<file path="config.mk">
export PLATFORM = sky130hd
export DESIGN_NAME = inst_loader
export DESIGN_NICKNAME = d
export VERILOG_FILES = /design/src/verilog/pf_isa_pkg.sv /design/src/verilog/inst_loader.sv
export VERILOG_INCLUDE_DIRS = /design/src /design/src/include
export SDC_FILE = /design/constraint.sdc
export NUM_CORES = 2
export LEC_CHECK = 0
export ABC_AREA = 1
export ABC_CLOCK_PERIOD_IN_PS = 9100
export BUFFER_PORTS_ARGS = -buffer_cell sky130_fd_sc_hd__buf_2
export CAP_MARGIN = 15
export CORE_ASPECT_RATIO = 0.9
export CORE_MARGIN = 2
export CORE_UTILIZATION = 45
export DETAILED_ROUTE_END_ITERATION = 10
export SETUP_SLACK_MARGIN = 0.2
export SLEW_MARGIN = 30
export SYNTH_ARGS = -nofsm -noshare
export SYNTH_HDL_FRONTEND = slang
export SYNTH_SLANG_ARGS = --single-unit
</file>
<file path="constraint.sdc">
create_clock -name clk -period 9.1 [get_ports clk]
set_input_delay 1.82 -clock clk [delete_from_list [all_inputs] [get_ports clk]]
set_output_delay 1.82 -clock clk [all_outputs]
set_load 0.02 [all_outputs]
</file>
<file path="src/include/packetfilt_settings.svh">
`ifndef PACKETFILT_SETTINGS_SVH
`define PACKETFILT_SETTINGS_SVH

// AXI4-Lite register window
`define PF_AXI_ADDR_WIDTH 12

// Code memory holds 2**6 instructions
`define PF_CODE_ADDR_WIDTH 6

// Packet buffer of 64 words or 256 bytes
`define PF_PKT_ADDR_WIDTH 6
`define PF_PKT_DATA_WIDTH 32
`define PF_PKT_LEN_WIDTH (`PF_PKT_ADDR_WIDTH + 1) // Length in words, a full buffer fits
`define PF_PKT_BYTES_WIDTH (`PF_PKT_ADDR_WIDTH + 3) // Length in bytes

`endif

</file>
<file path="src/verilog/pf_isa_pkg.sv">
package pf_isa_pkg;

	// Classic BPF opcodes kept by this VM
	typedef enum logic [15:0] {
		LD_IMM    = 16'h0000, // A = k
		ALU_ADD_K = 16'h0004, // A = A + k
		RET_K     = 16'h0006,
		JEQ_K     = 16'h0015,
		RET_A     = 16'h0016,
		LD_W_ABS  = 16'h0020, // Word at byte offset k
		JGT_K     = 16'h0025,
		LD_H_ABS  = 16'h0028,
		LD_B_ABS  = 16'h0030,
		JSET_K    = 16'h0045, // Taken when A & k is nonzero
		ALU_AND_K = 16'h0054,
		LD_LEN    = 16'h0080  // A = packet length in bytes
	} bpf_opcode_e;

	// One 64-bit instruction, inst_high is opcode/jt/jf and inst_low is k
	typedef struct packed {
		bpf_opcode_e opcode;
		logic [7:0]  jt;
		logic [7:0]  jf;
		logic [31:0] k;
	} bpf_inst_t;

	typedef enum logic [2:0] {
		HOLD, LOAD_K, LOAD_B, LOAD_H, LOAD_W, ADD_K, AND_K
	} alu_op_e;

	typedef enum logic [2:0] {
		IDLE, FETCH, EXEC, LOAD, VERDICT
	} vm_state_e;

endpackage

</file>
<file path="src/verilog/inst_loader.sv">
`timescale 1ns/10ps
`include "packetfilt_settings.svh"

module inst_loader (
	input  logic clk,
	input  logic rst_n,
	input  logic start,
	input  logic [31:0] inst_low,
	input  logic [31:0] inst_high,
	input  logic inst_high_strobe,
	input  logic [`PF_CODE_ADDR_WIDTH-1:0] fetch_addr,
	output pf_isa_pkg::bpf_inst_t inst
);
	localparam int CODE_DEPTH = 2 ** `PF_CODE_ADDR_WIDTH;

	logic [63:0] code_mem [CODE_DEPTH]; // Instruction store
	logic [`PF_CODE_ADDR_WIDTH-1:0] wr_addr;
	logic wr_en;

	// Only loadable while the VM is stopped
	assign wr_en = inst_high_strobe && !start;

	// Write pointer
	always_ff @(posedge clk) begin
		if (!rst_n)
			wr_addr <= '0;
		else if (start)
			wr_addr <= '0; // Next load starts at instruction 0
		else if (wr_en)
			wr_addr <= wr_addr + 1'b1;
	end

	// Write port
	always_ff @(posedge clk) begin
		if (wr_en)
			code_mem[wr_addr] <= {inst_high, inst_low};
	end

	// Fetch port, registered
	always_ff @(posedge clk) begin
		inst <= pf_isa_pkg::bpf_inst_t'(code_mem[fetch_addr]);
	end

endmodule

</file>
== Yosys cells after proc, flatten, opt, wreduce, memory -nomap -nowiden ==
Memory sizes are Yosys's and may differ from the RTL's. A register that Yosys moved wholly into a read port is not among the register bits.
Cells that the tools add are included.

* Memories: 1
* Register bits after elaboration: 6
* Memory bits (writable): 4096
* Output and inout port bits: 64
* Logic and storage cells: 9
* Bits of input ports: 74

* Reduce and logical (&&, ||, !) cells: 3
* Bitwise gates (word level): 1
* Muxes and demuxes: 2
* Add/subtract/negate cells: 1

{| class="wikitable"
|+ Memories
! memory !! words !! width !! read ports !! clocked after Yosys merged registers in !! write ports !! line !! source
|-
| code_mem || 64 || 64 || 1 || 1 || 1 || inst_loader.sv:16 || <nowiki>logic [63:0] code_mem [CODE_DEPTH];</nowiki>
|}

{| class="wikitable"
|+ Operator list
! cell !! number
|-
| 6-bit by 1-bit adder with 6-bit output (second input constant) || 1
|-
| 1-bit two-way mux || 2
|-
| 2-bit OR reduction || 1
|-
| 1-bit logical AND || 1
|-
| 1-bit logical NOT || 1
|-
| 1-bit NOT || 1
|}

== Depth between registers and ports, before layout ==
* Depth after elaboration: 4
* Mapped depth: 13
* Gate-level depth less buffers: 9

== Least setup slack after synthesis ==
OpenSTA, ideal clock, no wires.

* Kind: input to register
* Start point: in inst_high_strobe
* End point: mem code_mem[23][0] (enable)
* Path slack: 1.732 ns
* Stages on the path: 6
* Library setup time: 0.565 ns
* Arrival: 6.803 ns
* Path buffers: 0
* Path through: inv_1 > nor2_1 > nand2_1 > inv_1 > nand2_1 > nor3_1

* Longest elaborated chain between the ends: 3

{| class="wikitable"
|+ RTL lines
! element !! line !! source
|-
| start: declaration || inst_loader.sv:10 || <nowiki>input logic inst_high_strobe,</nowiki>
|-
| 1-bit logical AND || inst_loader.sv:21 || <nowiki>assign wr_en = inst_high_strobe && !start;</nowiki>
|-
| 1-bit two-way mux || inst_loader.sv:35 || <nowiki>if (wr_en)</nowiki>
|-
| 1-bit two-way mux (implied by the code) || inst_loader.sv:36 || <nowiki>code_mem[wr_addr] <= {inst_high, inst_low};</nowiki>
|-
| end: declaration || inst_loader.sv:16 ||
|}

No other way between the ends.

== Worst setup path after layout ==
* Start point: in start
* End point: mem code_mem[40][50] (enable)

* Longest elaborated chain between the ends: 4

{| class="wikitable"
|+ RTL lines
! element !! line !! source
|-
| start: declaration || inst_loader.sv:7 || <nowiki>input logic start,</nowiki>
|-
| 1-bit logical NOT || inst_loader.sv:21 ||
|-
| 1-bit logical AND || inst_loader.sv:21 ||
|-
| 1-bit two-way mux || inst_loader.sv:35 ||
|-
| 1-bit two-way mux (implied by the code) || inst_loader.sv:36 ||
|}

No other way between the ends.

==> flow_summary.toml <==
[route]
wl_mm = 517
detail-route-antenna-nets = 0
first_iter_violations = 15200
vias_per_cell = 5.84
num_vias = 109000
drc = 0
wl_per_cell_um = 27.7
first_pass_iters = 9

[timing]
setup_viol = 0
worst_pin_slew_ns = 1.23
finalCritPeriodShare = 0.524
drv_slew = 0
grt_setup_unrepaired = "no"
tns_ns = 0
skew_ns = 0.0519
post-route-min-period_ns = 4.77
final_hold_viol_count = 0
max_freq_mhz = 210
relSlewSlack = 0.177

[floorplanning]
die_area_um2 = 372000
std_cell_rows = 211
io-pin-count = 138
start_util = 0.451
core_um2 = 366000
fp.dieH_um = 579
die_width_um = 643

[cts]
cts_repair_resize_count = 0
cts_made_buffers = 428
cts_hold_buf = 0
cts-root-buf = "clkbuf_16"
htree_num_levels = 5
cts_tree = "done"
clk_path_buf_depth = 4
clk_latency_ns = 1.00
clock-sinks = 4166
clk_pin_slew_ns = 0.06
cts_setup_buffers = 0

[synthesis]
syn_avg_cell_area_um2 = 12.3
syn_nets = 13500
netlist_instances = 13400
synthTopCellsByArea = "edfxtp_1 (74%), nand3_1 (12%), nand2_1 (10%), buf_2 (1.7%), dfxtp_1 (0.85%)"
synth_top_area_frac = 0.744
yosysWarnings = 0
synth-seq-area-share = 0.753
synth.distinct_cells = 20
synth_top_cell_by_area = "edfxtp_1"
synth_seq_cells = 4166
syn_area_um2 = 165000

[grt]
grt_usage = 0.272
grt_pass1_wl_mm = 737
antenna_found_initial = 25
overflow = 0
grt_pass1_vias = 101000
grt_max_degree = 202

[setup_path]
cp.required_ns = 9.70
crit_path_start = "start"
cp-start-kind = "input pin"
crit_path_max_fanout = 27
cp-end-kind = "register"
r2r-start = "wr_addr[0]"
rr_endpoint = "code_mem[63][15]"
worstPathArrival_ns = 5.37
critPathCapture = "code_mem[40][50]"
reg2reg_depth = 7
path_class = "input pin to register"
regToRegSetupSlack_ns = 5.39

[cells_and_area]
syn_to_final_growth_pct = 12.0
drive_above_1_share = 0.0784
fillers = 31200
final_nets = 13400
fin_area_um2 = 185000

[flow_run]
cap_violations = 0

[pwr]
power_density_nw_per_um2 = 221
finalPower_mw = 41.0
leakagePower_nw = 64.6
peakVddDrop_mv = 0.187

[placed_design]
dp_hpwl_mm = 253
numPortBuffers = 137
place_area_um2 = 171000
gp_congestion = 0.796

[status]
status = "finished, final reports clean"

[worst_hold_path]
holdCritPathClass = "register to register"
[cells by family after synthesis]
| logic type | after synthesis | synth area share |
|---|---|---|
| adders and majority gates | 1 | 0.0000757 |
| buffers and inverters | 912 | 0.0281 |
| DFF | 4166 | 0.753 |
| and+or+nand+nor | 8353 | 0.219 |
| AOI/OAI and AO/OA | 8 | 0.000273 |
[cell usage in the layout, fill, tap and decap left out, types with 62 or more instances in the layout]
| cell type | count |
|---|---|
| clkbuf_1 | 112 |
| dfxtp_1 | 70 |
| clkinv_1 | 77 |
| clkbuf_16 | 430 |
| buf_2 | 81 |
| nand2_1 | 4431 |
| buf_4 | 231 |
| nor2_4 | 62 |
| clkinv_2 | 79 |
| edfxtp_1 | 4096 |
| nand3_1 | 3843 |
[final cells by class]
cell class                      count  area [um^2]  share of cell area
Inverter                           18          128            0.000690
Tap cell                         4899         6130              0.0331
Clock buffer                      572        11600              0.0626
Multi-Input combinational cell   8362        36700               0.199
Antenna cell                       25         62.6            0.000338
Clock inverter                    230         2390              0.0129
Sequential cell                  4166       124000               0.672
Timing Repair Buffer              387         3620              0.0195
[cell usage after synthesis]
library cell and instances:
inv_2 2, edfxtp_1 4096, buf_2 557, buf_6 11, o21ai_0 3, nand2_1 4431
o211a_1 1, inv_1 14, buf_8 1, nand3_1 3849, buf_1 64, nor2_1 69
nor3_1 3, nor3b_1 1, clkbuf_1 148, inv_4 2, buf_4 113, dfxtp_1 70
ha_1 1, a21oi_1 4
[power by group]
part	switching (mW)	internal [mW]
Combinational	1.70	0.525
Sequential	0.0897	21.1
Clock	7.52	10.0
Total	9.31	31.7
[per-stage QoR]
stage / setup WS, ns / util / hold WS [ns] / cells
6_report: 4.33 / 0.505 / 0.539 / 18700
5_1_grt: 4.42 / 0.505 / 0.554 / 18600
4_1_cts: 4.38 / 0.504 / 0.535 / 18600
3_5_place_dp: 3.39 / 0.466 / 0.524 / 17800
3_3_place_gp: 2.93 / 0.465 / 0.511 / 17800
2_1_floorplan: 1.73 / - / 0.481 / 13400
[state kept, by name, indices dropped and copies added, names as in the netlist]
name	count
inst	64
wr_addr	6
code_mem	4096
[worst max-delay path: stages]
cell and delay (ns):
buf_2 0.12, nor2_2 0.56, inv_1 0.18, nor2_1 0.27, nand2_1 0.59, nor2_4 0.98, buf_4 0.66
[metal layers]
metal / vias to the layer above / share of wire / wire (um) / global-route usage
met5: - / 0.00020 / 102 / 0
met4: 14 / 0.034 / 17700 / 0.0874
met3: 862 / 0.10 / 53300 / 0.0472
met2: 5848 / 0.45 / 230000 / 0.413
met1: 54300 / 0.42 / 215000 / 0.399
li1: 47900 / - / - / -
[worst min path at each step]
stage	from	end	slack [ns]	depth (start not counted)
2_1_floorplan	wr_addr[3]	wr_addr[3]	0.48	2
3_3_place_gp	wr_addr[3]	wr_addr[3]	0.51	2
3_5_place_dp	wr_addr[3]	wr_addr[3]	0.52	2
4_1_cts	wr_addr[3]	wr_addr[3]	0.53	2
5_1_grt	wr_addr[3]	wr_addr[3]	0.55	2
6_report	wr_addr[3]	wr_addr[3]	0.54	2
Note: power is estimated with default switching activity, not from simulation.
