**src/include/packetfilt_settings.svh**
```systemverilog
`ifndef PACKETFILT_SETTINGS_SVH
`define PACKETFILT_SETTINGS_SVH

// AXI4-Lite register window
`define PF_AXI_ADDR_WIDTH 12

// Code memory holds 2**6 instructions
`define PF_CODE_ADDR_WIDTH 6

// Packet buffer of 64 words or 256 bytes
`define PF_PKT_ADDR_WIDTH 6
`define PF_PKT_DATA_WIDTH 32
`define PF_PKT_LEN_WIDTH (`PF_PKT_ADDR_WIDTH + 1) // Length in words, a full buffer fits
`define PF_PKT_BYTES_WIDTH (`PF_PKT_ADDR_WIDTH + 3) // Length in bytes

`endif

```
**src/verilog/pf_regmap_pkg.sv**
```systemverilog
`include "packetfilt_settings.svh"

package pf_regmap_pkg;

	// Byte addresses inside the AXI window
	typedef enum logic [`PF_AXI_ADDR_WIDTH-1:0] {
		STATUS    = 12'h000, // Drop count in bits 15:0
		CONTROL   = 12'h004, // Bit 0 is start
		INST_LOW  = 12'h008,
		INST_HIGH = 12'h00C  // Writing it commits the instruction
	} reg_addr_e;

	typedef enum logic [1:0] {
		OKAY   = 2'd0,
		SLVERR = 2'd2
	} axi_resp_e;

	// Who owns the packet buffer
	typedef enum logic [1:0] {
		EMPTY, FILTER, FORWARD
	} buf_state_e;

endpackage
```
**src/verilog/filt_regs.sv**
```systemverilog
`timescale 1ns/10ps
`include "packetfilt_settings.svh"

module filt_regs (
	input  logic clk,
	input  logic rst_n,
	input  logic [`PF_AXI_ADDR_WIDTH-1:0] awaddr,
	input  logic awvalid,
	output logic awready,
	input  logic [31:0] wdata,
	input  logic [3:0] wstrb,
	input  logic wvalid,
	output logic wready,
	output logic [1:0] bresp,
	output logic bvalid,
	input  logic bready,
	input  logic [`PF_AXI_ADDR_WIDTH-1:0] araddr,
	input  logic arvalid,
	output logic arready,
	output logic [31:0] rdata,
	output logic [1:0] rresp,
	output logic rvalid,
	input  logic rready,
	input  logic [15:0] drops,
	output logic start,
	output logic [31:0] inst_low,
	output logic [31:0] inst_high,
	output logic inst_high_strobe
);
	logic [31:0] control_q; // Whole Control word for readback
	logic [31:0] rd_word;
	logic wr_accept;
	logic rd_accept;

	function automatic logic is_mapped(input logic [`PF_AXI_ADDR_WIDTH-1:0] addr);
		case (addr)
			pf_regmap_pkg::STATUS,
			pf_regmap_pkg::CONTROL,
			pf_regmap_pkg::INST_LOW,
			pf_regmap_pkg::INST_HIGH: is_mapped = 1'b1;
			default: is_mapped = 1'b0;
		endcase
	endfunction

	assign start = control_q[0];
	assign wr_accept = awvalid && wvalid && !bvalid && !awready; // Both halves present, no open response
	assign rd_accept = arvalid && !arready && !rvalid;

	// Read mux
	always_comb begin
		case (araddr)
			pf_regmap_pkg::STATUS: rd_word = {16'd0, drops};
			pf_regmap_pkg::CONTROL: rd_word = control_q;
			pf_regmap_pkg::INST_LOW: rd_word = inst_low;
			pf_regmap_pkg::INST_HIGH: rd_word = inst_high;
			default: rd_word = 32'd0;
		endcase
	end

	// Handshakes and control bits
	always_ff @(posedge clk) begin
		if (!rst_n) begin
			awready <= 1'b0;
			wready <= 1'b0;
			bvalid <= 1'b0;
			arready <= 1'b0;
			rvalid <= 1'b0;
			control_q <= 32'd0;
			inst_high_strobe <= 1'b0;
		end else begin
			awready <= wr_accept; // One-cycle pulse
			wready <= wr_accept;
			inst_high_strobe <= awready && (awaddr == pf_regmap_pkg::INST_HIGH);
			if (awready) begin
				bvalid <= 1'b1; // Response the cycle after the handshake
				if (awaddr == pf_regmap_pkg::CONTROL)
					control_q <= wdata;
			end else if (bvalid && bready) begin
				bvalid <= 1'b0;
			end
			arready <= rd_accept;
			if (arready)
				rvalid <= 1'b1;
			else if (rvalid && rready)
				rvalid <= 1'b0; // Held until taken
		end
	end

	// Data registers and responses
	always_ff @(posedge clk) begin
		if (awready) begin
			bresp <= is_mapped(awaddr) ? pf_regmap_pkg::OKAY : pf_regmap_pkg::SLVERR;
			if (awaddr == pf_regmap_pkg::INST_LOW)
				inst_low <= wdata; // Full word, strobes not honoured
			if (awaddr == pf_regmap_pkg::INST_HIGH)
				inst_high <= wdata;
		end
		if (arready) begin
			rdata <= rd_word;
			rresp <= is_mapped(araddr) ? pf_regmap_pkg::OKAY : pf_regmap_pkg::SLVERR;
		end
	end

endmodule

```
**config.mk**
```make
export PLATFORM = sky130hd
export DESIGN_NAME = filt_regs
export DESIGN_NICKNAME = d
export VERILOG_FILES = /design/src/verilog/pf_regmap_pkg.sv /design/src/verilog/filt_regs.sv
export VERILOG_INCLUDE_DIRS = /design/src /design/src/include
export SDC_FILE = /design/constraint.sdc
export NUM_CORES = 1
export LEC_CHECK = 0
export ABC_AREA = 1
export BUFFER_PORTS_ARGS = -buffer_cell sky130_fd_sc_hd__buf_2
export CORE_MARGIN = 8
export CORE_UTILIZATION = 53
export CTS_CLUSTER_DIAMETER = 40
export DETAILED_ROUTE_END_ITERATION = 16
export HOLD_SLACK_MARGIN = 0.12
export PLACE_DENSITY_LB_ADDON = 0.1
export SYNTH_ARGS = -nofsm -noshare
export SYNTH_HDL_FRONTEND = slang
export SYNTH_SLANG_ARGS = --single-unit
```
**constraint.sdc**
```tcl
create_clock -name clk -period 5.3 [get_ports clk]
set_input_delay 0.53 -clock clk [delete_from_list [all_inputs] [get_ports clk]]
set_output_delay 0.53 -clock clk [all_outputs]
set_load 0.02 [all_outputs]
```
Yosys cells after proc, flatten, opt, wreduce, memory -nomap -nowiden
Cells that the tools add are included.

storage, ports and cells
  register bits = 137
  latch bits = 0
  RAM bits = 0
  bits in read-only memories = 0
  bits of input ports = 83
  output and inout port bits = 107
  memories kept = 0

operators by class
  add/subtract/negate cells = 0
  $mul = 0
  divide/modulo/power cells = 0
  $lt $le $gt $ge = 0
  equality and inequality tests = 6
  shifts and indexed selects = 0
  muxes and demuxes = 11
  bitwise logic cells = 0
  reductions and logical operators = 21

operator list
  operator                                         number
  one-hot mux 32 bit (4 select lines)              1
  == test 12 x 4 -> 1 bit (second input constant)  4
  == test 12 x 3 -> 1 bit (second input constant)  2
  zero test 12 bit                                 2
  logical AND 1 bit                                8
  2-to-1 mux 1 bit                                 8
  OR reduction 4 bit                               2
  AND reduction 2 bit                              3
  zero test 1 bit                                  4
  2-to-1 mux 2 bit                                 2
  nonzero test 2 bit                               2

Depth between registers and ports, before layout
Gate-level depths: netlist of the first run.

  depth after elaboration = 5
  depth in mapped cells = 9
  depth with buffers taken out = 7

Worst setup path after synthesis of the first run
Ideal clock, no wire load.

  path type = input port to flip-flop
  start point = input awaddr[7]
  end point = register inst_high[0], enable pin
  setup time = 421 ps
  data arrival time = 2,375 ps
  setup slack = 2,504 ps
  stages = 5
  path buffers = 0
  cell sequence = nor2_1 > nand2_1 > nor3_1 > nand3b_1 > nor2_1

between the ends
  longest elaborated chain between the ends = 2

ends and longest elaborated chain
  what                                  RTL line         source
  from (decl)                           filt_regs.sv:7   input logic [`PF_AXI_ADDR_WIDTH-1:0] awaddr,
  == test 12 x 4 -> 1 bit               filt_regs.sv:95  if (awaddr == pf_regmap_pkg::INST_HIGH)
  AND reduction 2 bit (no source line)  n/a
  to (signal assigned)                  filt_regs.sv:96  inst_high <= wdata;
  to (decl)                             filt_regs.sv:27  output logic [31:0] inst_high,

Every way passes these cells.
A chain may end at the register's enable or synchronous reset.

==> flow_summary.json, run 1 <==
{
  "slowest_delay_ps": 710,
  "period_minus_slack_ps": 2470,
  "drive_gt1_frac": 0.348,
  "grt_pass1_wl_mm": 22.0,
  "rows": 36,
  "tightest_slew_ps": 1110,
  "final_antenna_net_count": 0,
  "cts_made_buffers": 17,
  "wl_per_cell_um": 18.1,
  "vdd_drop_max_mv": 0.196,
  "hold_path_depth": 2,
  "yosysTopAreaCellShare": 0.552,
  "crit_type": "register to register",
  "power.total_w": 0.00253,
  "ys_async_sr_fraction": 0,
  "antenna_found_initial": 0,
  "vias": 4279,
  "yosysSeqAreaShare": 0.690,
  "dieArea_sq_um": 13500,
  "final_area_sq_um": 6920,
  "start_kind": "register",
  "timing_hold_violations_final": 0,
  "combPwrFrac": 0.036,
  "setup_viol": 0,
  "avgSynthCellArea_sq_um": 11.1,
  "place_inst": 770,
  "cts_max_path_buffers": 2,
  "crit_fanout": 33,
  "post_cts_buffers": 0,
  "yosysUniqueCellTypes": 23,
  "crit_path_end_kind": "register",
  "diodes": 0,
  "via_per_inst": 5.34,
  "crit_required_ps": 5700,
  "slew_headroom": 0.261,
  "synth-seq-cells": 135,
  "syn_inst": 480,
  "multiInputGateArea_sq_um": 1450,
  "drtIter0Drc": 294,
  "n_fill_cell": 747,
  "worst_path_max_delay_cell": "nor2_4",
  "drv_slew": 0,
  "yosysMostFrequentCell": "nand2_1",
  "grt_use_total": 0.217,
  "synth.area.top_cells": "edfxtp_1 (55%), dfxtp_1 (14%), nand2_1 (7.2%)",
  "ios": 190,
  "crit_chain": "inv_1 > nor2_4 > nand2_2 > o21ai_0 > nor2_1",
  "h-tree-depth": 4,
  "gp_congestion": 0.743,
  "area_growth_syn_to_layout_pct": 29.8,
  "rsz0062_at_grt": "no",
  "ys_top_cells_by_count": "nand2_1 (102), edfxtp_1 (98), nand3_1 (51), nor2_1 (48), dfxtp_1 (37)",
  "syn_area_sq_um": 5340,
  "numPortBuffers": 183,
  "hold_slack_ps": 189,
  "clock_sinks": 135,
  "cts-root-buf": "clkbuf_8",
  "dieHeight_um": 116,
  "grt_max_degree": 42,
  "grt_pass1_vias": 4384,
  "netSwitchingFraction": 0.196,
  "fin_nets": 739,
  "leakagePower_nw": 2.84,
  "fin_worst_skew_ps": 4.79,
  "synth.largest_area_cell": "edfxtp_1",
  "clock_latency_ps": 510,
  "grt_use_met1": 0.246,
  "cts-resized-gates": 0,
  "seqCellArea_sq_um": 3680,
  "drv_cap": 0,
  "busiest_layer": "met2",
  "yosysWarnings": 0,
  "switchingPower_w": 0.000495,
  "p_clk_frac": 0.507,
  "fin_crit_sh": 0.466,
  "routed_wl_mm": 14.5,
  "p_per_area_nw_per_um2": 365,
  "seqPwrFrac": 0.457,
  "stdcell_count": 802,
  "cts_tree": "yes",
  "drc": 0,
  "synth_edf_count": 98,
  "hold_path.class": "input pin to register",
  "clk_pin_slew_ps": 60,
  "reg2reg_depth": 5,
  "grt_overflow": 0,
  "dpl_cell_area_sq_um": 6280,
  "finalSetupTns_ps": 0,
  "coreArea_sq_um": 9770,
  "use_met3": 0.0739,
  "hpwl_mm": 8.99,
  "synthFlopType": "edfxtp_1",
  "firstDrtPassIters": 5,
  "cp.arrival_ps": 2870,
  "grt_util_met2": 0.370,
  "holdBufCountCts": 0,
  "max_freq_mhz": 405,
  "die_w_um": 116,
  "status": "finished, final reports clean",
  "internal_power_w": 0.00203,
  "initial_core_util": 0.546
}
[layer usage]
metal | up-vias | part of all wire | wire [um]
li1 | 2012 | - | -
met1 | 2044 | 0.40 | 5840
met2 | 198 | 0.48 | 7000
met3 | 25 | 0.097 | 1410
met4 | 0 | 0.017 | 244
met5 | - | 0 | 0
[worst max-delay path: cells and delay by family, from the launching register on]
family / cells / cell delay, ps
compound gates: 1 / 370
simple gates: 3 / 1410
flops: 1 / 440
buf+inv: 1 / 120
[area by class of cell]
class	instances	area share
clock buffers	18	0.0604
multi-input cells	305	0.209
repair buffers	186	0.136
flip-flops and latches	135	0.532
clock inverters	14	0.0332
inverters	11	0.00596
well taps	133	0.0240
[layout by cell type, fill, tap and decap left out]
cell type,synthesis,layout
a21oi_1,34,34
and2_1,3,3
buf_2,9,183
buf_4,9,3
bufinv_16,0,6
clkbuf_1,7,1
clkbuf_16,0,16
clkbuf_8,0,1
clkinv_2,0,5
clkinv_4,0,2
clkinvlp_4,0,1
conb_1,1,2
dfxtp_1,37,36
dfxtp_2,0,1
edfxtp_1,98,98
inv_1,10,10
inv_2,1,1
nand2_1,102,102
nand2_2,2,2
nand3_1,51,51
nand3_2,4,4
nand3b_1,16,16
nor2_1,48,46
nor2_2,3,2
nor2_4,3,6
nor3_1,4,4
o21ai_0,26,26
o21ai_1,7,7
[through the flow]
stage,setup WS (ps),util
floorplan,2500,-
CTS,2820,0.708
detailed placement,2520,0.642
global placement,2560,0.642
finish,2830,0.708
global route,2610,0.708
[worst paths after layout]
check | slack [ps] | from | endpoint
min | 190 | bready | bvalid$_SDFFE_PN0P_
max | 2830 | wready$_SDFF_PN0_ | control_q[23]$_SDFFE_PN0P_
max reg2reg | 2830 | wready$_SDFF_PN0_ | control_q[23]$_SDFFE_PN0P_
min reg2reg | 440 | rvalid$_SDFFE_PN0P_ | arready$_SDFF_PN0_
[sequential cells by signal, indices dropped and copies added, names as in the netlist, 32 cells and up]
signal	cells
control_q	32
inst_high	32
inst_low	32
rdata	32
[cells by family (layout without fill, tap and decap cells)]
family          after synthesis  in the layout  synth area share
simple gates                236            236             0.203
buf+inv                      41            229            0.0431
other cells                   1              2          0.000703
flops                       135            135             0.690
compound gates               67             67            0.0628
[power groups by stage]
stage | Combinational [W] | Clock (W) | Sequential (W)
floorplan | 0.0000213 | 0 | 0.00119
CTS | 0.0000920 | 0.00130 | 0.00116
detailed placement | 0.0000916 | 0 | 0.00118
global route | 0.0000990 | 0.00135 | 0.00116
global placement | 0.0000896 | 0 | 0.00118
finish | 0.0000914 | 0.00128 | 0.00116
Note: power is estimated with default switching activity, not from simulation.
==> run 2: changes to the inputs <==
--- a/config.mk
+++ b/config.mk
@@ -9,7 +9,7 @@
 export ABC_AREA = 1
 export BUFFER_PORTS_ARGS = -buffer_cell sky130_fd_sc_hd__buf_2
 export CORE_MARGIN = 8
-export CORE_UTILIZATION = 53
+export CORE_UTILIZATION = 45
 export CTS_CLUSTER_DIAMETER = 40
 export DETAILED_ROUTE_END_ITERATION = 16
 export HOLD_SLACK_MARGIN = 0.12
==> constraint.sdc (replaced) <==
create_clock -name clk -period 2.2 [get_ports clk]
set_input_delay 0.22 -clock clk [delete_from_list [all_inputs] [get_ports clk]]
set_output_delay 0.22 -clock clk [all_outputs]
set_load 0.02 [all_outputs]
==> flow_summary.json, run 2 (synthesis results as in run 1) <==
{
  "status": "finished, final reports clean",
  "crit_required_ps": 2280,
  "crit_fanout": 18,
  "pre_cts_ws_ps": 420,
  "hold_path.class": "input pin to register",
  "grt_pass1_wl_mm": 24.3,
  "hpwl_mm": 9.97,
  "dieArea_sq_um": 15600,
  "seqCellArea_sq_um": 3680,
  "multiInputGateArea_sq_um": 1450,
  "dieHeight_um": 125,
  "vias": 4406,
  "diodes": 0,
  "setup_viol": 0,
  "slowest_delay_ps": 540,
  "final_core_util": 0.639,
  "routed_wl_mm": 15.4,
  "coreArea_sq_um": 11500,
  "crit_chain": "dlygate4sd3_1 > buf_2 > nor3_1 > nand3b_1 > nor2_4 > buf_4",
  "grt_max_degree": 37,
  "top_layer": "met4",
  "fin_nets": 791,
  "fin_worst_skew_ps": 4.54,
  "ios": 190,
  "gp_congestion": 0.767,
  "worst_path_max_delay_cell": "dlygate4sd3_1",
  "drv_slew": 0,
  "drv_cap": 0,
  "drtIter0Drc": 323,
  "leakagePower_nw": 3.03,
  "numPortBuffers": 183,
  "rsz0062_at_grt": "no",
  "initial_core_util": 0.463,
  "rows": 39,
  "cts_made_buffers": 17,
  "cts-resized-gates": 0,
  "slew_headroom": 0.524,
  "clock_latency_ps": 410,
  "start_kind": "input pin",
  "cts_max_path_buffers": 2,
  "die_w_um": 125,
  "final_area_sq_um": 7360,
  "period_minus_slack_ps": 1780,
  "n_fill_cell": 941,
  "grt_pass1_vias": 4671,
  "h-tree-depth": 4,
  "clk_pin_slew_ps": 50,
  "route.met3.wl_mm": 1.36,
  "wl_per_cell_um": 17.8,
  "drive_gt1_frac": 0.329,
  "wl_met2_mm": 7.44,
  "area_growth_syn_to_layout_pct": 37.9,
  "via_per_inst": 5.10,
  "met1_length_mm": 6.34,
  "tightest_slew_ps": 714,
  "mostFrequentLayoutCells": "buf_2 (183), nand2_1 (102), edfxtp_1 (98)",
  "setup_ws_ps": 418,
  "clock_sinks": 135,
  "max_freq_mhz": 561,
  "timing_hold_violations_final": 0,
  "grt_overflow": 0,
  "antenna_found_initial": 0,
  "cts-root-buf": "clkbuf_16",
  "cts_tree": "yes",
  "grt_use_total": 0.199,
  "crit_type": "input pin to register",
  "firstDrtPassIters": 5,
  "cp.arrival_ps": 1860,
  "drc": 0,
  "vdd_drop_max_mv": 0.485,
  "mostFrequentLayoutCell": "buf_2",
  "final_antenna_net_count": 0,
  "fin_crit_sh": 0.810,
  "crit_path_end_kind": "register",
  "p_per_area_nw_per_um2": 785,
  "dpl_cell_area_sq_um": 6390,
  "post_cts_buffers": 0
}
==> run 2: cell count changes in the layout (fill, tap and decap cells not counted), sizes merged <==
| cell | change |
|---|---|
| buf | +12 |
| bufinv | -4 |
| clkbuf | +10 |
| clkinv | -5 |
| clkinvlp | -1 |
| dlygate4sd3 | +40 |
==> run 2: metal layers <==
metal	GRT usage	vias to the layer above
met1	0.227	2055
li1	-	2116
met4	0.0766	0
met3	0.0672	23
met2	0.337	212
met5	0	-
==> run 2: critical path: cells and delay by family <==
family	cells	cell delay, ps
simple gates	3	660
buf+inv	3	980
==> run 2: stage by stage <==
step / std cells / total power [W] / TNS, ps / hold slack, ps
global route: 864 / 0.00595 / 0 / 171
CTS: 864 / 0.00583 / 0 / 154
detailed placement: 792 / 0.00307 / 0 / 404
global placement: 792 / 0.00306 / 0 / 404
floorplan: 481 / 0.00293 / -22980 / 314
finish: 864 / 0.00578 / 0 / 168
==> run 2: report_power, final <==
| part | switching [W] | total [W] | internal, W |
|---|---|---|---|
| Clock | 0.000950 | 0.00270 | 0.00175 |
| Combinational | 0.000157 | 0.000293 | 0.000136 |
| Sequential | 0.0000205 | 0.00278 | 0.00276 |
==> run 2: worst paths after layout <==
kind | startpoint | end | slack, ps | depth (start not counted)
worst max-delay path | awaddr[0] | inst_high[1]$_DFFE_PP_ | 420 | 6
worst min-delay path | araddr[0] | rresp[1]$_DFFE_PP_ | 170 | 3
worst max register to register | wready$_SDFF_PN0_ | control_q[18]$_SDFFE_PN0P_ | 570 | 5
worst min register to register | bvalid$_SDFFE_PN0P_ | wready$_SDFF_PN0_ | 450 | 1
==> run 2: area by class of cell <==
type	count	share of cell area
Clock buffer	28	0.0675
Sequential cell	135	0.501
Multi-Input combinational cell	305	0.196
Timing Repair Buffer	238	0.196
Tap cell	143	0.0243
Inverter	11	0.00561
Clock inverter	4	0.00935
==> run 2: what timing repair did <==
item                                   4_1_cts  5_1_grt
endpoints found under the hold margin      101        0
setup endpoints to repair                    0        0
hold buffers                                40        0
