<file path="src/include/packetfilt_settings.svh">
`ifndef PACKETFILT_SETTINGS_SVH
`define PACKETFILT_SETTINGS_SVH

// AXI4-Lite register window
`define PF_AXI_ADDR_WIDTH 12

// Code memory holds 2**6 instructions
`define PF_CODE_ADDR_WIDTH 6

// Packet buffer of 64 words or 256 bytes
`define PF_PKT_ADDR_WIDTH 6
`define PF_PKT_DATA_WIDTH 32
`define PF_PKT_LEN_WIDTH (`PF_PKT_ADDR_WIDTH + 1) // Length in words, a full buffer fits
`define PF_PKT_BYTES_WIDTH (`PF_PKT_ADDR_WIDTH + 3) // Length in bytes

`endif

</file>
<file path="src/verilog/pf_regmap_pkg.sv">
`include "packetfilt_settings.svh"

package pf_regmap_pkg;

	// Byte addresses inside the AXI window
	typedef enum logic [`PF_AXI_ADDR_WIDTH-1:0] {
		STATUS    = 12'h000, // Drop count in bits 15:0
		CONTROL   = 12'h004, // Bit 0 is start
		INST_LOW  = 12'h008,
		INST_HIGH = 12'h00C  // Writing it commits the instruction
	} reg_addr_e;

	typedef enum logic [1:0] {
		OKAY   = 2'd0,
		SLVERR = 2'd2
	} axi_resp_e;

	// Who owns the packet buffer
	typedef enum logic [1:0] {
		EMPTY, FILTER, FORWARD
	} buf_state_e;

endpackage
</file>
<file path="src/verilog/pf_if.sv">
`timescale 1ns/10ps
`include "packetfilt_settings.svh"


// Sequencer to packet buffer
interface pkt_if;
	logic [`PF_PKT_ADDR_WIDTH-1:0] rd_addr;
	logic accept; // One cycle, never with reject
	logic reject;
	logic [`PF_PKT_DATA_WIDTH-1:0] rd_data; // One cycle after rd_addr
	logic [`PF_PKT_LEN_WIDTH-1:0] len_words;
	logic pkt_ready; // Buffer holds a packet to filter

	modport initiator (output rd_addr, accept, reject, input rd_data, len_words, pkt_ready);
	modport target (input rd_addr, accept, reject, output rd_data, len_words, pkt_ready);
endinterface

</file>
<file path="src/verilog/packet_buffer.sv">
`timescale 1ns/10ps
`include "packetfilt_settings.svh"

module packet_buffer (
	input  logic clk,
	input  logic rst_n,
	input  logic [`PF_PKT_ADDR_WIDTH-1:0] snooper_wr_addr,
	input  logic [`PF_PKT_DATA_WIDTH-1:0] snooper_wr_data,
	input  logic snooper_wr_en,
	input  logic snooper_done,
	output logic ready_for_snooper,
	input  logic [`PF_PKT_ADDR_WIDTH-1:0] forwarder_rd_addr,
	output logic [`PF_PKT_DATA_WIDTH-1:0] forwarder_rd_data,
	input  logic forwarder_rd_en,
	input  logic forwarder_done,
	output logic ready_for_forwarder,
	output logic [`PF_PKT_LEN_WIDTH-1:0] len_to_forwarder,
	pkt_if.target pkt
);
	localparam int PKT_DEPTH = 2 ** `PF_PKT_ADDR_WIDTH;

	pf_regmap_pkg::buf_state_e state;
	logic [`PF_PKT_DATA_WIDTH-1:0] mem [PKT_DEPTH];
	logic [`PF_PKT_DATA_WIDTH-1:0] rd_q;
	logic [`PF_PKT_ADDR_WIDTH-1:0] last_wr_addr;
	logic [`PF_PKT_ADDR_WIDTH-1:0] end_addr;
	logic [`PF_PKT_ADDR_WIDTH-1:0] rd_addr;
	logic [`PF_PKT_LEN_WIDTH-1:0] len_words;
	logic wr_ok;
	logic rd_en;

	assign ready_for_snooper = (state == pf_regmap_pkg::EMPTY);
	assign ready_for_forwarder = (state == pf_regmap_pkg::FORWARD);
	assign pkt.pkt_ready = (state == pf_regmap_pkg::FILTER);
	assign wr_ok = snooper_wr_en && ready_for_snooper; // Dropped otherwise
	assign end_addr = wr_ok ? snooper_wr_addr : last_wr_addr; // Done may share the last write

	// Read port belongs to the VM in FILTER, to the forwarder in FORWARD
	assign rd_addr = ready_for_forwarder ? forwarder_rd_addr : pkt.rd_addr;
	assign rd_en = ready_for_forwarder ? forwarder_rd_en : pkt.pkt_ready;

	assign pkt.rd_data = rd_q;
	assign forwarder_rd_data = rd_q;
	assign pkt.len_words = len_words;
	assign len_to_forwarder = len_words;

	// Ownership
	always_ff @(posedge clk) begin
		if (!rst_n) begin
			state <= pf_regmap_pkg::EMPTY;
		end else begin
			case (state)
				pf_regmap_pkg::EMPTY: if (snooper_done) state <= pf_regmap_pkg::FILTER;
				pf_regmap_pkg::FILTER: begin
					if (pkt.accept)
						state <= pf_regmap_pkg::FORWARD;
					else if (pkt.reject)
						state <= pf_regmap_pkg::EMPTY; // Discarded in place
				end
				pf_regmap_pkg::FORWARD: if (forwarder_done) state <= pf_regmap_pkg::EMPTY;
				default: state <= pf_regmap_pkg::EMPTY;
			endcase
		end
	end

	// Word memory and length capture
	always_ff @(posedge clk) begin
		if (wr_ok) begin
			mem[snooper_wr_addr] <= snooper_wr_data;
			last_wr_addr <= snooper_wr_addr;
		end
		if (snooper_done && ready_for_snooper)
			len_words <= {1'b0, end_addr} + 1'b1; // Last address plus one
		if (rd_en)
			rd_q <= mem[rd_addr];
	end

endmodule

</file>
<file path="src/flat_wrapper.sv">
// flat-port wrapper written by rule: the top's interface ports become plain ports
module packet_buffer_flat 
  (clk, rst_n, snooper_wr_addr, snooper_wr_data, snooper_wr_en, snooper_done, ready_for_snooper, forwarder_rd_addr, forwarder_rd_data, forwarder_rd_en, forwarder_done, ready_for_forwarder, len_to_forwarder, pkt_rd_addr, pkt_accept, pkt_reject, pkt_rd_data, pkt_len_words, pkt_pkt_ready);
  pkt_if pkt_i ();
  input  logic clk;
  input  logic rst_n;
  input  logic [`PF_PKT_ADDR_WIDTH-1:0] snooper_wr_addr;
  input  logic [`PF_PKT_DATA_WIDTH-1:0] snooper_wr_data;
  input  logic snooper_wr_en;
  input  logic snooper_done;
  output logic ready_for_snooper;
  input  logic [`PF_PKT_ADDR_WIDTH-1:0] forwarder_rd_addr;
  output logic [`PF_PKT_DATA_WIDTH-1:0] forwarder_rd_data;
  input  logic forwarder_rd_en;
  input  logic forwarder_done;
  output logic ready_for_forwarder;
  output logic [`PF_PKT_LEN_WIDTH-1:0] len_to_forwarder;
  input wire logic [$bits(pkt_i.rd_addr)-1:0] pkt_rd_addr;
  input wire logic [$bits(pkt_i.accept)-1:0] pkt_accept;
  input wire logic [$bits(pkt_i.reject)-1:0] pkt_reject;
  output wire logic [$bits(pkt_i.rd_data)-1:0] pkt_rd_data;
  output wire logic [$bits(pkt_i.len_words)-1:0] pkt_len_words;
  output wire logic [$bits(pkt_i.pkt_ready)-1:0] pkt_pkt_ready;
  assign pkt_i.rd_addr = pkt_rd_addr;
  assign pkt_i.accept = pkt_accept;
  assign pkt_i.reject = pkt_reject;
  assign pkt_rd_data = pkt_i.rd_data;
  assign pkt_len_words = pkt_i.len_words;
  assign pkt_pkt_ready = pkt_i.pkt_ready;
  packet_buffer u_core (.clk(clk), .rst_n(rst_n), .snooper_wr_addr(snooper_wr_addr), .snooper_wr_data(snooper_wr_data), .snooper_wr_en(snooper_wr_en), .snooper_done(snooper_done), .ready_for_snooper(ready_for_snooper), .forwarder_rd_addr(forwarder_rd_addr), .forwarder_rd_data(forwarder_rd_data), .forwarder_rd_en(forwarder_rd_en), .forwarder_done(forwarder_done), .ready_for_forwarder(ready_for_forwarder), .len_to_forwarder(len_to_forwarder), .pkt(pkt_i));
endmodule
</file>
<file path="config.mk">
export PLATFORM = sky130hd
export DESIGN_NAME = packet_buffer_flat
export DESIGN_NICKNAME = d
export VERILOG_FILES = /design/src/verilog/pf_regmap_pkg.sv /design/src/verilog/pf_if.sv /design/src/verilog/packet_buffer.sv /design/src/flat_wrapper.sv
export VERILOG_INCLUDE_DIRS = /design/src /design/src/include
export SDC_FILE = /design/constraint.sdc
export NUM_CORES = 2
export LEC_CHECK = 0
export ABC_AREA = 1
export BUFFER_PORTS_ARGS = -buffer_cell sky130_fd_sc_hd__buf_2
export CORE_ASPECT_RATIO = 1.2
export CORE_MARGIN = 4
export CORE_UTILIZATION = 55
export CTS_CLUSTER_SIZE = 10
export DETAILED_ROUTE_END_ITERATION = 8
export PLACE_DENSITY_LB_ADDON = 0.08
export SYNTH_ARGS = -nofsm -noshare
export SYNTH_HDL_FRONTEND = slang
export SYNTH_SLANG_ARGS = --single-unit
export TNS_END_PERCENT = 1
</file>
<file path="constraint.sdc">
create_clock -name clk -period 7.4 [get_ports clk]
set_clock_uncertainty 0.15 [all_clocks]
set_input_delay 0.37 -clock clk [delete_from_list [all_inputs] [get_ports clk]]
set_output_delay 0.37 -clock clk [all_outputs]
set_load 0.02 [all_outputs]
</file>
=== Yosys cells after proc, flatten, opt, wreduce, memory -nomap -nowiden ===
Memory sizes are Yosys's and may differ from the RTL's. A register that Yosys moved wholly into a read port is not among the register bits.
Cells that the tools add are included.

* Output and inout port bits: 81
* Register bits: 15
* Bits in writable memories: 2,048
* Memories kept: 1

* Add/subtract/negate cells: 1
* Equal/unequal tests: 5
* Reduce and logical (&&, ||, !) cells: 4
* Mux-type cells: 10

{| class="wikitable"
|+ Memories
! memory !! depth !! bits a word !! read ports !! clocked after memory_dff !! wr ports !! line !! RTL
|-
| u_core.mem || 64 || 32 || 1 || 1 || 1 || packet_buffer.sv:23 || <nowiki>logic [`PF_PKT_DATA_WIDTH-1:0] mem [PKT_DEPTH];</nowiki>
|}

{| class="wikitable"
|+ Operators with widths
! operator !! count
|-
| $mux 6 || 2
|-
| $mux 2 || 4
|-
| $add 6x1->7 const B || 1
|-
| $pmux 2 s3 || 1
|-
| $ne 2x2->1 const B || 2
|-
| $mux 1 || 3
|-
| $ne 3x3->1 const B || 1
|-
| $reduce_and 3->1 || 1
|-
| $eq 2x1->1 const B || 1
|-
| $eq 2x2->1 const B || 1
|-
| $logic_and 1x1->1 || 2
|-
| $logic_not 2->1 || 1
|}

=== Longest topological paths before layout ===
* Depth after elaboration: 4
* Gate-level depth with buffers: 14
* Mapped depth without buffers: 12

=== Least setup slack after synthesis ===
No wires, ideal clock.

* Path type: register to register
* Start point: register u_core.state[1]
* End point: memory u_core.mem[32][0] in the netlist's numbering (enable)
* Period minus slack after synthesis: 4,132 ps
* Setup time: 461 ps
* Stages on the path, launching flop included: 7
* Slack: 3,268 ps
* Arrival time: 3,520 ps
* Required time: 6,789 ps
* Cell sequence: dfxtp_1 -> buf_6 -> nor2_1 -> nand2_2 -> nor2_1 -> nand3_1 -> nor3_1

* Word-level cells in the longest chain between the ends: 4

{| class="wikitable"
|+ Ends and longest elaborated chain
! element !! line !! RTL
|-
| start, declared || packet_buffer.sv:22 || <nowiki>pf_regmap_pkg::buf_state_e state;</nowiki>
|-
| start signal, assigned || packet_buffer.sv:50 || <nowiki>state <= pf_regmap_pkg::EMPTY;</nowiki>
|-
| start signal, assigned || packet_buffer.sv:53 || <nowiki>pf_regmap_pkg::EMPTY: if (snooper_done) state <= pf_regmap_pkg::FILTER;</nowiki>
|-
| start signal, assigned || packet_buffer.sv:56 || <nowiki>state <= pf_regmap_pkg::FORWARD;</nowiki>
|-
| $logic_not 2->1 || packet_buffer.sv:32 || <nowiki>assign ready_for_snooper = (state == pf_regmap_pkg::EMPTY);</nowiki>
|-
| net ready_for_snooper || flat_wrapper.sv:11 || <nowiki>output logic ready_for_snooper;</nowiki>
|-
| $logic_and 1x1->1 || packet_buffer.sv:35 || <nowiki>assign wr_ok = snooper_wr_en && ready_for_snooper;</nowiki>
|-
| $mux 1 || packet_buffer.sv:68 || <nowiki>if (wr_ok) begin</nowiki>
|-
| $mux 1 (not written as such) || packet_buffer.sv:69 || <nowiki>mem[snooper_wr_addr] <= snooper_wr_data;</nowiki>
|-
| end, declared || packet_buffer.sv:23 ||
|}

The timed path passes the listed nets, and every way through them passes these cells.

=== Final worst setup path ===
* Start point: register u_core.state[1]
* End point: register u_core.rd_q[19], in the netlist u_core.forwarder_rd_data[19], read port of u_core.mem (data pin)

* Word-level cells in the longest chain between the ends: 2
* Elaborated cells between the ends (all ways): 4
* Classes of those cells: eq/ne (2); mux (2)

{| class="wikitable"
|+ Ends and longest elaborated chain
! element !! line !! RTL
|-
| $eq 2x2->1 / $eq 2x1->1 (equally long branches) || packet_buffer.sv:33, packet_buffer.sv:34 ||
|-
| $mux 6 / $mux 1 (equally long branches) || packet_buffer.sv:39, packet_buffer.sv:40 ||
|-
| end, declared || packet_buffer.sv:24 || <nowiki>logic [`PF_PKT_DATA_WIDTH-1:0] rd_q;</nowiki>
|}

Several ways; a longest one is shown, not always the timed one.
A chain may end at the register's enable or synchronous reset.

==> flow_summary.yaml <==
final_layout:
  layout.nets: 8859
  synthToLayoutAreaGrowth_pct: 9.88
  multi_input_area_um2: 19400
  drive_above_1_share_pct: 6.76
  area.sequential_um2: 62800
  n_fill_cell: 13200
pwr:
  ir_drop_uv: 226
  p_seq_share_pct: 52.4
  clockPowerShare_pct: 39.4
  combPwrFrac_pct: 8.2
  p_per_area_nw_per_um2: 251
  switching_power_mw: 5.94
  switching_share_pct: 23.6
  leakage_nw: 42.6
  p_int_mw: 19.3
floorplan:
  die_w_um: 380
  ios: 139
  num_rows: 163
  die_h_um: 455
  core_area_um2: 165000
  start_util_pct: 55.5
  dieArea_um2: 173000
synthesis:
  synthXorXnorAreaFrac_pct: 0.0383
  synth_warnings: 0
  synth_cell_types: 27
  avgSynthCellArea_um2: 10.4
  synthAdderAreaFrac_pct: 0.0137
  syn_inst: 8786
  synthSimpleGateAreaFrac_pct: 20.4
  seq_area_frac_synth_pct: 68.7
  synth_compound_area_share_pct: 0.0972
  synthMuxAreaShare_pct: 0
  syn-num-nets: 8845
  synth_top_family_by_area: "simple AND/OR/NAND/NOR gates"
  ys_ff_latch: 2095
  synth_area_um2: 91400
critical_path:
  cp.arrival_ns: 4.92
  crit_chain: "nand2_4 -> nand2_8 -> nand2_8 -> buf_12 -> nand2_1 -> nand3_1 -> nand3_1 -> nand3_1 -> nand3_1 -> nand3_1 -> nand2_1"
  rr_startpoint: "u_core.state[1]$_SDFFE_PN0P_"
  rrSetupSlack_ns: 2.90
  cp_common_cell: "nand3_1"
  rr_worst_depth: 11
  crit_fanout: 131
  critPathMaxStageDelay_ns: 0.97
  cp.required_ns: 7.83
  rr_endpoint: "u_core.forwarder_rd_data[19]$_DFFE_PP_"
  start_kind: "register"
  cpMaxStageDelayCell: "nand2_8"
  critPathKind: "register to register"
  cp-end-kind: "register"
clock_network:
  cts_post_setup_buffers_inserted: 0
  clock_path_buffers: 3
  numCtsBuffers: 228
  htreeDepth: 4
  numClockSinks: 2095
  clkLatencyLatePin_ns: 0.86
  cts_tree: "yes"
  hold_buffers: 15
  path_clk_slew_ns: 0.06
  ctsResizeCount: 0
  cts-root-buf: "clkbuf_16"
timing:
  setup_viol: 0
  maxSlewViolCount: 0
  finalCriticalPeriod_ns: 4.50
  worst_pin_slew_ns: 1.34
  fmax_ghz: 0.222
  rsz0062_at_grt: "false"
  slew_headroom_pct: 10.5
  worst_slack_ns: 2.90
  finalSetupTns_ns: 0
  hold_viol_final: 0
  fin_crit_sh_pct: 60.7
placement:
  place_congestion: 0.824
  dpl.hpwl_um: 132000
  portBuffers: 138
  post-place-ws_ns: 2.95
worst_hold_path:
  hold_depth: 2
  min_path_type: "primary input to register"
  min_to: "u_core.mem[39][31]$_DFFE_PP_"
  hp-start: "snooper_wr_data[31]"
detailed_routing:
  dr_total_vias: 62300
  drt_pass1_iterations: 8
  post_drt_wl_per_cell_um: 23.7
  via_per_inst: 5.66
  antenna_left: 0
  drt_wl_total_um: 261000
  drc: 0
  drtIter0Drc: 7316
grt:
  grt_usage_pct: 29.9
  first_global_vias: 58700
  grt_max_degree: 174
  antenna_found_initial: 17
  grt_pass1_wl_um: 382000
  grt.overflow.total: 0
run:
  cap_violations: 0
outcome:
  status: "complete, no violations"
metrics by stage:
step                cell area [µm²]  power [mW]  util [%]  std cells  hold slack, ns
floorplan                     91400        14.6         -       8786           0.287
CTS                          100000        25.3      61.0      11000         0.00157
global route                 100000        25.9      61.0      11000          0.0457
detailed placement            94200        15.5      57.1      10700           0.424
global placement              94200        15.4      57.1      10700           0.402
finish                       100000        25.2      61.0      11000          0.0326
cells in the final DEF (no fill, tap or decap), types with 2 or more instances in the layout:
master / n
inv_1: 1918
inv_2: 2
buf_2: 138
inv_6: 6
clkbuf_1: 43
o21ai_0: 3
buf_12: 28
nor3_2: 5
o21ai_4: 7
nor2_1: 10
or2_2: 3
clkinv_16: 2
nor2_4: 60
nand2_8: 3
nand2_1: 2029
dlygate4sd3_1: 15
dfxtp_1: 8
diode_2: 6
edfxtp_1: 2087
clkbuf_16: 233
nand3_1: 2132
buf_4: 105
xor2_1: 3
clkinv_1: 2
a21oi_1: 3
sequential cells by signal, summed over array words and instances, names as in the netlist:
register,cells
u_core.mem,2048
u_core.forwarder_rd_data,32
u_core.len_to_forwarder,7
u_core.last_wr_addr,6
u_core.state,2
kinds of logic (layout without fill, tap and decap cells):
family,Yosys count,after routing
buf+inv,2425,2496
fa+ha+maj,1,1
other cells,0,6
flops,2095,2095
simple gates,4247,4247
compound gates,14,14
xor+xnor,4,4
power by group through the flow:
stage               Sequential, mW  Combinational [mW]  Clock, mW
floorplan                     13.4                1.20          0
global placement              13.4                2.00          0
detailed placement            13.4                2.02          0
CTS                           13.2                2.04       10.0
global route                  13.2                2.23       10.5
finish                        13.2                2.06       9.93
layout make-up:
cell class	instances	share of cell area, %
diodes	6	0.0149
clock inverters	11	0.157
flip-flops and latches	2095	62.5
clock buffers	276	5.96
well taps	2145	2.67
inverters	1923	7.20
repair buffers	286	2.18
multi-input cells	4266	19.3
per-layer routing:
layer  vias up  share of wire, %  GRT usage (%)
met5         -             0.012              0
met4         6               3.2           9.33
li1      28400                 -              -
met1     30300                41           41.2
met3       521               9.8           5.49
met2      3091                46           48.7
synth_stat cells:
cell	count	share of area [%]
nand3_1	2132	12
edfxtp_1	2087	69
nand2_1	2029	8.3
inv_1	1919	7.9
buf_2	365	2.0
nor2_1	70	0.29
clkbuf_1	66	0.27
buf_4	63	0.52
dfxtp_1	8	0.18
buf_1	6	0.025
nor3_1	5	0.027
o21ai_0	5	0.027
inv_2	4	0.016
a21oi_1	3	0.016
nand2_2	3	0.021
o21ai_1	3	0.016
or2_2	3	0.021
xor2_1	3	0.029
buf_6	2	0.025
nand2_4	2	0.025
o21ai_2	2	0.019
ha_1	1	0.014
nand3_2	1	0.011
nand4_1	1	0.0068
nor3_2	1	0.011
o21ai_4	1	0.018
xnor2_1	1	0.0096
worst max-delay path: cells and delay by family, from the launching register on:
family / cells / cell delay, ns
AND/OR/NAND/NOR: 10 / 2.93
flip-flops: 1 / 0.41
buffers and inverters: 1 / 0.50
worst max-delay path by stage:
stage                                      start  slack, ns                                      to  cells after the start
global placement    u_core.state[0]$_SDFFE_PN0P_       3.01  u_core.forwarder_rd_data[31]$_DFFE_PP_                     12
detailed placement  u_core.state[1]$_SDFFE_PN0P_       2.95  u_core.forwarder_rd_data[19]$_DFFE_PP_                     11
floorplan           u_core.state[1]$_SDFFE_PN0P_       3.27             u_core.mem[32][0]$_DFFE_PP_                      6
global route        u_core.state[1]$_SDFFE_PN0P_       2.71   u_core.forwarder_rd_data[3]$_DFFE_PP_                     11
finish              u_core.state[1]$_SDFFE_PN0P_       2.90  u_core.forwarder_rd_data[19]$_DFFE_PP_                     11
CTS                 u_core.state[1]$_SDFFE_PN0P_       2.92  u_core.forwarder_rd_data[19]$_DFFE_PP_                     11
No activity file was read; power rests on OpenSTA's default activity.
